File: config.mk
export PLATFORM = sky130hd
export DESIGN_NAME = flash_boot_top
export DESIGN_NICKNAME = d
export VERILOG_FILES = /design/src/rtl/boot_pkg.sv /design/src/rtl/spi_flash_port.sv /design/src/rtl/word_store.sv /design/src/rtl/uart_tx.sv /design/src/rtl/boot_ctrl.sv /design/src/rtl/flash_boot_top.sv
export VERILOG_INCLUDE_DIRS = /design/src /design/src/rtl
export SDC_FILE = /design/constraint.sdc
export NUM_CORES = 1
export LEC_CHECK = 0
export ABC_CLOCK_PERIOD_IN_PS = 3200
export BUFFER_PORTS_ARGS = -buffer_cell sky130_fd_sc_hd__buf_2
export CAP_MARGIN = 40
export CORE_ASPECT_RATIO = 0.7
export CORE_MARGIN = 3
export CORE_UTILIZATION = 43
export DETAILED_ROUTE_END_ITERATION = 7
export PLACE_DENSITY = 0.57
export SYNTH_ARGS = -nofsm -noshare
export SYNTH_HDL_FRONTEND = slang
export SYNTH_SLANG_ARGS = --single-unit
File: constraint.sdc
create_clock -name CLK -period 3.2 [get_ports CLK]
set_input_delay 0.48 -clock CLK [delete_from_list [all_inputs] [get_ports CLK]]
set_output_delay 0.48 -clock CLK [all_outputs]
set_load 0.05 [all_outputs]
File: src/rtl/boot_config.svh
`ifndef BOOT_CONFIG_SVH
`define BOOT_CONFIG_SVH

////////////////////////////////////////////////////////////
// SPI NOR command codes
////////////////////////////////////////////////////////////

// Software reset is a two-byte sequence, enable then reset
`define FLASH_CMD_RESET_EN 8'h66
`define FLASH_CMD_RESET 8'h99
// Plain read, one byte per 8 SCK periods on IO1
`define FLASH_CMD_READ 8'h03

////////////////////////////////////////////////////////////
// Program image
////////////////////////////////////////////////////////////

// Flash byte address of the first image byte
`define IMAGE_BASE 24'h100000
// Image length in 16-bit words, also the depth of the word store
`define IMAGE_WORDS 16
// Word store address width, must cover IMAGE_WORDS
`define STORE_AW 4

////////////////////////////////////////////////////////////
// Timing
////////////////////////////////////////////////////////////

// CLK ticks per SCK half period
`define FLASH_HALF_PERIOD 8
// Settle time after the flash software reset
`define RESET_WAIT_TICKS 400
// CLK ticks per UART bit
`define BAUD_DIV 16

`endif

File: src/rtl/boot_pkg.sv
package boot_pkg;

  // Kind of request handed to the SPI port
  // SEND_CMD    one byte, then deselect
  // OPEN_READ   command plus 24-bit address, stays selected
  // READ_BYTE   8 bits in on IO1, stays selected
  // CLOSE       deselect only
  typedef enum logic [1:0] {
    SEND_CMD,
    OPEN_READ,
    READ_BYTE,
    CLOSE
  } spi_op_e;

  // One flash request, held stable while the port works on it
  typedef struct packed {
    spi_op_e     op;
    logic [7:0]  cmd;
    logic [23:0] addr;
  } flash_req_t;

  // Flash pins driven by the controller
  typedef struct packed {
    logic sck;
    logic ssb;
    logic io0;
  } flash_pins_t;

  // Image word, built from a big-endian byte pair
  typedef union packed {
    logic [15:0] word;
    struct packed {
      logic [7:0] hi;
      logic [7:0] lo;
    } bytes;
  } flash_word_u;

endpackage

File: src/rtl/spi_flash_port.sv
`include "boot_config.svh"

module spi_flash_port import boot_pkg::*; (
  input  logic        CLK,
  input  logic        arst_n,
  input  logic        flash_start,
  input  flash_req_t  flash_req,
  input  logic        io1,
  output logic        flash_done,
  output logic [7:0]  rx_byte,
  output flash_pins_t flash_pins
);

  localparam int DIV_W = $clog2(`FLASH_HALF_PERIOD);

  // Port sequencer
  localparam logic [1:0] PS_IDLE  = 2'd0;
  localparam logic [1:0] PS_SHIFT = 2'd1;
  localparam logic [1:0] PS_DESEL = 2'd2;

  logic [1:0]       state;
  logic [DIV_W-1:0] div_cnt;
  logic             sck_q;
  logic             ssb_q;
  logic [31:0]      out_sr;
  logic [7:0]       in_sr;
  logic [4:0]       bit_cnt;
  logic             half_tick;
  logic [31:0]      load_word;

  // SCK toggles at the end of every half period while shifting
  assign half_tick = (state == PS_SHIFT) && (div_cnt == DIV_W'(`FLASH_HALF_PERIOD - 1));

  // Outgoing bits, MSB first; reads shift out zeros so IO0 stays low
  always_comb begin
    case (flash_req.op)
      SEND_CMD:  load_word = {flash_req.cmd, 24'h000000};
      OPEN_READ: load_word = {flash_req.cmd, flash_req.addr};
      default:   load_word = '0;
    endcase
  end

  ////////////////////////////////////////////////////////////
  // Framing, SCK divider and output shift
  ////////////////////////////////////////////////////////////

  always_ff @(posedge CLK or negedge arst_n) begin
    if (!arst_n) begin
      state      <= PS_IDLE;
      div_cnt    <= '0;
      sck_q      <= 1'b0;
      ssb_q      <= 1'b1;
      out_sr     <= '0;
      bit_cnt    <= '0;
      flash_done <= 1'b0;
    end else begin
      flash_done <= 1'b0;
      case (state)
        PS_IDLE: begin
          if (flash_start) begin
            div_cnt <= '0;
            out_sr  <= load_word;
            bit_cnt <= (flash_req.op == OPEN_READ) ? 5'd31 : 5'd7;
            if (flash_req.op == CLOSE) begin
              // Deselect only, done next cycle
              ssb_q      <= 1'b1;
              flash_done <= 1'b1;
            end else begin
              ssb_q <= 1'b0;
              state <= PS_SHIFT;
            end
          end
        end
        PS_SHIFT: begin
          if (half_tick) begin
            div_cnt <= '0;
            sck_q   <= ~sck_q;
            // Falling edge moves IO0 to the next bit
            if (sck_q) begin
              out_sr  <= {out_sr[30:0], 1'b0};
              bit_cnt <= bit_cnt - 5'd1;
              if (bit_cnt == 5'd0) begin
                if (flash_req.op == SEND_CMD) begin
                  state <= PS_DESEL;
                end else begin
                  state      <= PS_IDLE;
                  flash_done <= 1'b1;
                end
              end
            end
          end else begin
            div_cnt <= div_cnt + 1'b1;
          end
        end
        PS_DESEL: begin
          // SCK is already low here
          ssb_q      <= 1'b1;
          flash_done <= 1'b1;
          state      <= PS_IDLE;
        end
        default: state <= PS_IDLE;
      endcase
    end
  end

  // IO1 is captured as SCK rises
  always_ff @(posedge CLK) begin
    if (half_tick && !sck_q) begin
      in_sr <= {in_sr[6:0], io1};
    end
  end

  assign rx_byte    = in_sr;
  assign flash_pins = '{sck: sck_q, ssb: ssb_q, io0: out_sr[31]};

endmodule

File: src/rtl/word_store.sv
`include "boot_config.svh"

module word_store (
  input  logic                 CLK,
  input  logic                 store_we,
  input  logic [`STORE_AW-1:0] store_addr,
  input  logic [15:0]          store_wdata,
  output logic [15:0]          store_rdata
);

  // Loaded program image, one word per entry
  logic [15:0] mem [`IMAGE_WORDS];

  // Write port
  always_ff @(posedge CLK) begin
    if (store_we) begin
      mem[store_addr] <= store_wdata;
    end
  end

  // Registered read
  // data follows the address by one cycle
  always_ff @(posedge CLK) begin
    store_rdata <= mem[store_addr];
  end

endmodule

File: src/rtl/uart_tx.sv
`include "boot_config.svh"

module uart_tx (
  input  logic       CLK,
  input  logic       arst_n,
  input  logic       tx_send,
  input  logic [7:0] tx_byte,
  output logic       tx_busy,
  output logic       tx
);

  localparam int BAUD_W = $clog2(`BAUD_DIV);

  logic [BAUD_W-1:0] baud_cnt;
  logic [3:0]        bit_idx;
  logic [8:0]        frame_sr;
  logic              bit_end;

  // Last tick of the current bit
  assign bit_end = (baud_cnt == BAUD_W'(`BAUD_DIV - 1));

  ////////////////////////////////////////////////////////////
  // 8N1 frame, start bit then data LSB first then stop bit
  ////////////////////////////////////////////////////////////

  always_ff @(posedge CLK or negedge arst_n) begin
    if (!arst_n) begin
      tx_busy  <= 1'b0;
      tx       <= 1'b1;
      baud_cnt <= '0;
      bit_idx  <= '0;
    end else if (!tx_busy) begin
      if (tx_send) begin
        // Start bit goes out right away
        tx_busy  <= 1'b1;
        tx       <= 1'b0;
        baud_cnt <= '0;
        bit_idx  <= '0;
      end
    end else if (bit_end) begin
      baud_cnt <= '0;
      if (bit_idx == 4'd9) begin
        // Stop bit complete, line stays high
        tx_busy <= 1'b0;
      end else begin
        tx      <= frame_sr[0];
        bit_idx <= bit_idx + 4'd1;
      end
    end else begin
      baud_cnt <= baud_cnt + 1'b1;
    end
  end

  // Data bits then stop bit
  // ones fill in from the top
  always_ff @(posedge CLK) begin
    if (!tx_busy && tx_send) begin
      frame_sr <= {1'b1, tx_byte};
    end else if (tx_busy && bit_end) begin
      frame_sr <= {1'b1, frame_sr[8:1]};
    end
  end

endmodule

File: src/rtl/boot_ctrl.sv
`include "boot_config.svh"

module boot_ctrl import boot_pkg::*; (
  input  logic                 CLK,
  input  logic                 arst_n,
  input  logic                 flash_done,
  input  logic [7:0]           rx_byte,
  input  logic [15:0]          store_rdata,
  input  logic                 tx_busy,
  output logic                 flash_start,
  output flash_req_t           flash_req,
  output logic                 store_we,
  output logic [`STORE_AW-1:0] store_addr,
  output logic [15:0]          store_wdata,
  output logic                 tx_send,
  output logic [7:0]           tx_byte,
  output logic                 boot_done
);

  localparam int AW     = `STORE_AW;
  localparam int WAIT_W = $clog2(`RESET_WAIT_TICKS);

  // Boot sequence
  localparam logic [3:0] ST_RST_EN  = 4'd0;
  localparam logic [3:0] ST_RST     = 4'd1;
  localparam logic [3:0] ST_WAIT    = 4'd2;
  localparam logic [3:0] ST_OPEN    = 4'd3;
  localparam logic [3:0] ST_READ_HI = 4'd4;
  localparam logic [3:0] ST_READ_LO = 4'd5;
  localparam logic [3:0] ST_WRITE   = 4'd6;
  localparam logic [3:0] ST_CLOSE   = 4'd7;
  localparam logic [3:0] ST_FETCH   = 4'd8;
  localparam logic [3:0] ST_LOAD    = 4'd9;
  localparam logic [3:0] ST_SEND_HI = 4'd10;
  localparam logic [3:0] ST_SEND_LO = 4'd11;
  localparam logic [3:0] ST_DRAIN   = 4'd12;
  localparam logic [3:0] ST_DONE    = 4'd13;

  logic [3:0]        state;
  logic              flash_wait;
  logic              flash_phase;
  logic [AW-1:0]     word_cnt;
  logic [WAIT_W-1:0] wait_cnt;
  flash_word_u       word_q;
  logic              last_word;

  assign last_word = (word_cnt == AW'(`IMAGE_WORDS - 1));

  ////////////////////////////////////////////////////////////
  // Flash request decode
  ////////////////////////////////////////////////////////////

  always_comb begin
    flash_req   = '{op: CLOSE, cmd: 8'h00, addr: 24'h000000};
    flash_phase = 1'b1;
    case (state)
      ST_RST_EN: begin
        flash_req.op  = SEND_CMD;
        flash_req.cmd = `FLASH_CMD_RESET_EN;
      end
      ST_RST: begin
        flash_req.op  = SEND_CMD;
        flash_req.cmd = `FLASH_CMD_RESET;
      end
      ST_OPEN: begin
        flash_req.op   = OPEN_READ;
        flash_req.cmd  = `FLASH_CMD_READ;
        flash_req.addr = `IMAGE_BASE;
      end
      ST_READ_HI, ST_READ_LO: flash_req.op = READ_BYTE;
      ST_CLOSE:               flash_req.op = CLOSE;
      default:                flash_phase = 1'b0;
    endcase
  end

  // One start per flash state, then wait for done
  assign flash_start = flash_phase && !flash_wait;

  // Store access, same counter for load and dump
  assign store_we    = (state == ST_WRITE);
  assign store_addr  = word_cnt;
  assign store_wdata = word_q.word;

  // High byte first, only while the transmitter is idle
  assign tx_send   = ((state == ST_SEND_HI) || (state == ST_SEND_LO)) && !tx_busy;
  assign tx_byte   = (state == ST_SEND_HI) ? word_q.bytes.hi : word_q.bytes.lo;
  assign boot_done = (state == ST_DONE);

  ////////////////////////////////////////////////////////////
  // Sequencer
  ////////////////////////////////////////////////////////////

  always_ff @(posedge CLK or negedge arst_n) begin
    if (!arst_n) begin
      state      <= ST_RST_EN;
      flash_wait <= 1'b0;
      word_cnt   <= '0;
      wait_cnt   <= '0;
    end else begin
      if (flash_start) begin
        flash_wait <= 1'b1;
      end else if (flash_done) begin
        flash_wait <= 1'b0;
      end
      case (state)
        ST_RST_EN: if (flash_done) state <= ST_RST;
        ST_RST: begin
          if (flash_done) begin
            wait_cnt <= '0;
            state    <= ST_WAIT;
          end
        end
        // Flash settles after software reset
        ST_WAIT: begin
          if (wait_cnt == WAIT_W'(`RESET_WAIT_TICKS - 1)) begin
            state <= ST_OPEN;
          end else begin
            wait_cnt <= wait_cnt + 1'b1;
          end
        end
        ST_OPEN: begin
          if (flash_done) begin
            word_cnt <= '0;
            state    <= ST_READ_HI;
          end
        end
        ST_READ_HI: if (flash_done) state <= ST_READ_LO;
        ST_READ_LO: if (flash_done) state <= ST_WRITE;
        ST_WRITE: begin
          if (last_word) begin
            word_cnt <= '0;
            state    <= ST_CLOSE;
          end else begin
            word_cnt <= word_cnt + 1'b1;
            state    <= ST_READ_HI;
          end
        end
        ST_CLOSE: if (flash_done) state <= ST_FETCH;
        // Address out, read data lands in ST_LOAD
        ST_FETCH:   state <= ST_LOAD;
        ST_LOAD:    state <= ST_SEND_HI;
        ST_SEND_HI: if (tx_send) state <= ST_SEND_LO;
        ST_SEND_LO: begin
          if (tx_send) begin
            if (last_word) begin
              state <= ST_DRAIN;
            end else begin
              word_cnt <= word_cnt + 1'b1;
              state    <= ST_FETCH;
            end
          end
        end
        // Last stop bit must finish before done
        ST_DRAIN: if (!tx_busy) state <= ST_DONE;
        ST_DONE:  state <= ST_DONE;
        default:  state <= ST_RST_EN;
      endcase
    end
  end

  // Word assembly, bytes in big-endian order
  always_ff @(posedge CLK) begin
    if (flash_done && (state == ST_READ_HI)) begin
      word_q.bytes.hi <= rx_byte;
    end
    if (flash_done && (state == ST_READ_LO)) begin
      word_q.bytes.lo <= rx_byte;
    end
    if (state == ST_LOAD) begin
      word_q.word <= store_rdata;
    end
  end

endmodule

File: src/rtl/flash_boot_top.sv
`include "boot_config.svh"

module flash_boot_top import boot_pkg::*; (
  input  logic CLK,
  input  logic arst_n,
  input  logic flash_io1,
  output logic flash_sck,
  output logic flash_ssb,
  output logic flash_io0,
  output logic flash_io2,
  output logic flash_io3,
  output logic tx,
  output logic boot_done
);

  logic                 flash_start;
  flash_req_t           flash_req;
  logic                 flash_done;
  logic [7:0]           rx_byte;
  flash_pins_t          flash_pins;
  logic                 store_we;
  logic [`STORE_AW-1:0] store_addr;
  logic [15:0]          store_wdata;
  logic [15:0]          store_rdata;
  logic                 tx_send;
  logic [7:0]           tx_byte;
  logic                 tx_busy;

  // Sequencer
  boot_ctrl u_boot_ctrl (
    .CLK        (CLK),
    .arst_n     (arst_n),
    .flash_done (flash_done),
    .rx_byte    (rx_byte),
    .store_rdata(store_rdata),
    .tx_busy    (tx_busy),
    .flash_start(flash_start),
    .flash_req  (flash_req),
    .store_we   (store_we),
    .store_addr (store_addr),
    .store_wdata(store_wdata),
    .tx_send    (tx_send),
    .tx_byte    (tx_byte),
    .boot_done  (boot_done)
  );

  // SPI mode 0 flash interface
  spi_flash_port u_spi_flash_port (
    .CLK        (CLK),
    .arst_n     (arst_n),
    .flash_start(flash_start),
    .flash_req  (flash_req),
    .io1        (flash_io1),
    .flash_done (flash_done),
    .rx_byte    (rx_byte),
    .flash_pins (flash_pins)
  );

  // Image memory
  word_store u_word_store (
    .CLK        (CLK),
    .store_we   (store_we),
    .store_addr (store_addr),
    .store_wdata(store_wdata),
    .store_rdata(store_rdata)
  );

  // Readback dump
  uart_tx u_uart_tx (
    .CLK    (CLK),
    .arst_n (arst_n),
    .tx_send(tx_send),
    .tx_byte(tx_byte),
    .tx_busy(tx_busy),
    .tx     (tx)
  );

  assign flash_sck = flash_pins.sck;
  assign flash_ssb = flash_pins.ssb;
  assign flash_io0 = flash_pins.io0;

  // WP and HOLD inactive
  assign flash_io2 = 1'b1;
  assign flash_io3 = 1'b1;

endmodule

==> metrics.yaml <==
cts:
  cts_num_sinks: 357
  clkTransAtPathRegs_ns: 0.06
  clockBufferDepth: 3
  htree_levels: 2
  clock_latency_ns: 0.52
  cts_made_buffers: 34
  tritoncts: "yes"
  root_buffer: "clkbuf_16"
  cts_setup_buffers: 0
drt:
  via_count: 7521
  drtIter0Drc: 823
  drc: 0
  post_drt_wl_per_cell_um: 23.97
  drt.antenna.violating_nets: 0
  vias_per_cell: 5.772
  routed_wl_um: 31230
  firstDrtPassIters: 5
worst_setup_path:
  critPathSlowestCell: "dfrtp_1"
  critPathKind: "flop to output pin"
  critPathMaxStageDelay_ns: 0.50
  worstPathArrival_ns: 2.28
  cp_data_required_time_ns: 2.72
  crit_chain: "buf_4, inv_1, nand2_1, nor2_1, buf_2"
  worstSetupEndpointType: "output pin"
  startpoint_type: "flop"
  worstPathMaxFanout: 11
  r2r_cells: 5
sta:
  report.final.hold_viol_count: 0
  max_freq_mhz: 362.1
  clock_skew_ns: 0.01608
  holdWs_ns: 0.1681
  tightest_slew_ns: 0.7571
  setup_viol: 0
  max-slew-margin-rel_pct: 49.34
  rsz0062_at_grt: "false"
  setup_tns_ns: 0
  final_max_slew_viol_count: 0
  finalCritPeriodShare_pct: 86.31
  post-route-min-period_ns: 2.762
power:
  power_leakage_nw: 5.438
  peakVddDrop_mv: 0.3816
  p_per_area_nw_per_um2: 553.8
  power_mw: 8.954
global_routing:
  grt_max_degree: 35
  grt-ovfl-total: 0
  first_global_vias: 7611
  antenna_found_initial: 0
  grt_use_total_pct: 18.27
  grt_pass1_wl_um: 47920
logic_synthesis:
  async_flop_share_pct: 14.85
  synth_area_leaders: "edfxtp_1 61%, mux4_2 13%, dfrtp_1 9.0%"
  ys_ff_latch: 357
  synth_edf_count: 288
  yosysSeqAreaShare_pct: 72.33
  synth_top_area_cell: "edfxtp_1"
  synth_area_um2: 14240
  synth_cell_types: 63
  synth_area_per_cell_um2: 17.49
  ys.flop_type: "edfxtp_1"
  synth_cells: 814
  ys_warn_count: 0
  synth_top_area_share_pct: 60.74
floorplanning:
  initial_core_util_pct: 43.83
  ios: 10
  die_h_um: 158.2
  die-area_um2: 35360
  die_w_um: 223.5
  coreArea_um2: 32480
  fp-row-count: 55
min_path:
  hold_class: "primary input to flop"
  hold_depth: 1
layout:
  num_antenna_cells: 0
  area_growth_pct: 13.55
  final_nets: 867
  drive_gt1_share_pct: 23.74
place:
  gp_congestion: 0.7674
  dp_hpwl_um: 19300
  port_buffers: 7
outcome:
  status: "complete, no violations"
run:
  drv_cap: 0
[placed cells by master (no fill, tap or decap), types with 4 or more instances in the layout]
master,n
dfrtp_1,49
clkbuf_1,10
nand2b_1,12
o22ai_1,8
nor2_1,27
xor2_1,5
nand2_1,82
and3_1,8
o21ai_0,26
nand3_1,13
nor3_2,5
ha_1,12
clkinv_2,5
clkbuf_8,7
a21o_1,4
buf_2,7
buf_12,12
a221o_1,6
a21oi_1,21
mux4_2,80
buf_4,25
nor4_1,4
a22o_1,6
clkbuf_16,35
nor3_1,10
nor2_2,13
inv_1,16
edfxtp_1,288
dfxtp_1,16
[Yosys cell counts, drive strengths merged (2+ instances only)]
cell,number
o22a,2
and3,8
xnor2,3
edfxtp,288
o31ai,3
nor3,15
and2,3
nand2,82
nor2,40
or2,3
a31oi,2
ha,12
clkbuf,18
mux2i,2
a21oi,21
dfxtp,16
nor2b,3
nand3b,3
nand4,2
o22ai,8
a221o,6
o21ai,28
or3,3
dfrtp,51
inv,17
xor2,5
nor4,4
a22o,6
mux2,3
nand3,13
o21a,2
buf,26
mux4,80
dfstp,2
a311oi,2
a21o,4
nand2b,12
[timing repair]
item                      in CTS  in global routing
hold endpoints to repair      15                  0
resized for setup              0                  0
hold buffers                   1                  0
[worst max-delay path: cells and delay by family, from the launching register on]
family	cells	cell delay (ns)
buffers and inverters	3	0.75
flip-flops	1	0.50
AND/OR/NAND/NOR	2	0.52
[where the power goes]
group          internal (mW)  leakage (nW)  switching, mW
Clock                   2.34         0.546           1.64
Combinational        0.00489          1.49         0.0191
Sequential              4.95          3.41              0
Total                   7.30          5.44           1.66
[worst paths after layout]
| check | startpoint | to | slack, ns |
|---|---|---|---|
| worst max-delay path | u_boot_ctrl.state[1] | boot_done | 0.44 |
| worst min-delay path | flash_io1 | u_spi_flash_port.rx_byte[0] | 0.17 |
| worst max register to register | u_boot_ctrl.state[1] | u_spi_flash_port.out_sr[30] | 0.81 |
| worst min register to register | u_spi_flash_port.rx_byte[3] | u_spi_flash_port.rx_byte[4] | 0.45 |
| max in group asynchronous | arst_n | u_spi_flash_port.ssb_q | 2.16 |
| min in group asynchronous | arst_n | u_boot_ctrl.store_addr[0] | 0.45 |
[per-layer routing]
metal	up-vias	part of all wire [%]	track usage, %
li1	3257	-	-
met1	3938	45	27.07
met2	280	45	28.18
met3	46	7.6	3.707
met4	0	1.8	4.413
met5	-	0	0
[registers in the layout, indices dropped and copies added (netlist names), 5 cells and up]
name	flops
u_word_store.mem	256
u_boot_ctrl.store_wdata	16
u_word_store.store_rdata	16
u_spi_flash_port.out_sr	12
u_boot_ctrl.wait_cnt	9
u_spi_flash_port.rx_byte	8
u_uart_tx.frame_sr	8
u_spi_flash_port.bit_cnt	5
[area by class of cell]
class	instances	area [um^2]
clock buffers	52	1010
clock inverters	8	93.84
fillers	2665	16310
inverters	17	63.81
multi-input cells	397	3690
flip-flops and latches	357	10300
well taps	427	534.3
repair buffers	45	473.0
[stage by stage]
stage	worst slack [ns]	cells	util (%)	instance area, um^2
detailed placement	0.8388	1242	46.34	15050
floorplan	0.5239	815	-	14240
CTS	0.4166	1303	49.77	16170
finish	0.4380	1303	49.77	16170
global route	0.3331	1303	49.77	16170
global placement	0.8927	1240	46.26	15030
[logic make-up (layout without fill, tap and decap cells)]
group,Yosys count,count (layout),synth area share (%)
other,1,2,0.02634
AND/OR/NAND/NOR,198,198,6.574
multiplexers,85,85,13.03
buffers and inverters,61,122,2.135
XOR/XNOR,8,8,0.4922
adder cells (fa/ha/maj),12,12,1.055
flip-flops,357,357,72.33
AO/OA/AOI/OAI,92,92,4.359
No activity file was read; power rests on OpenSTA's default activity.
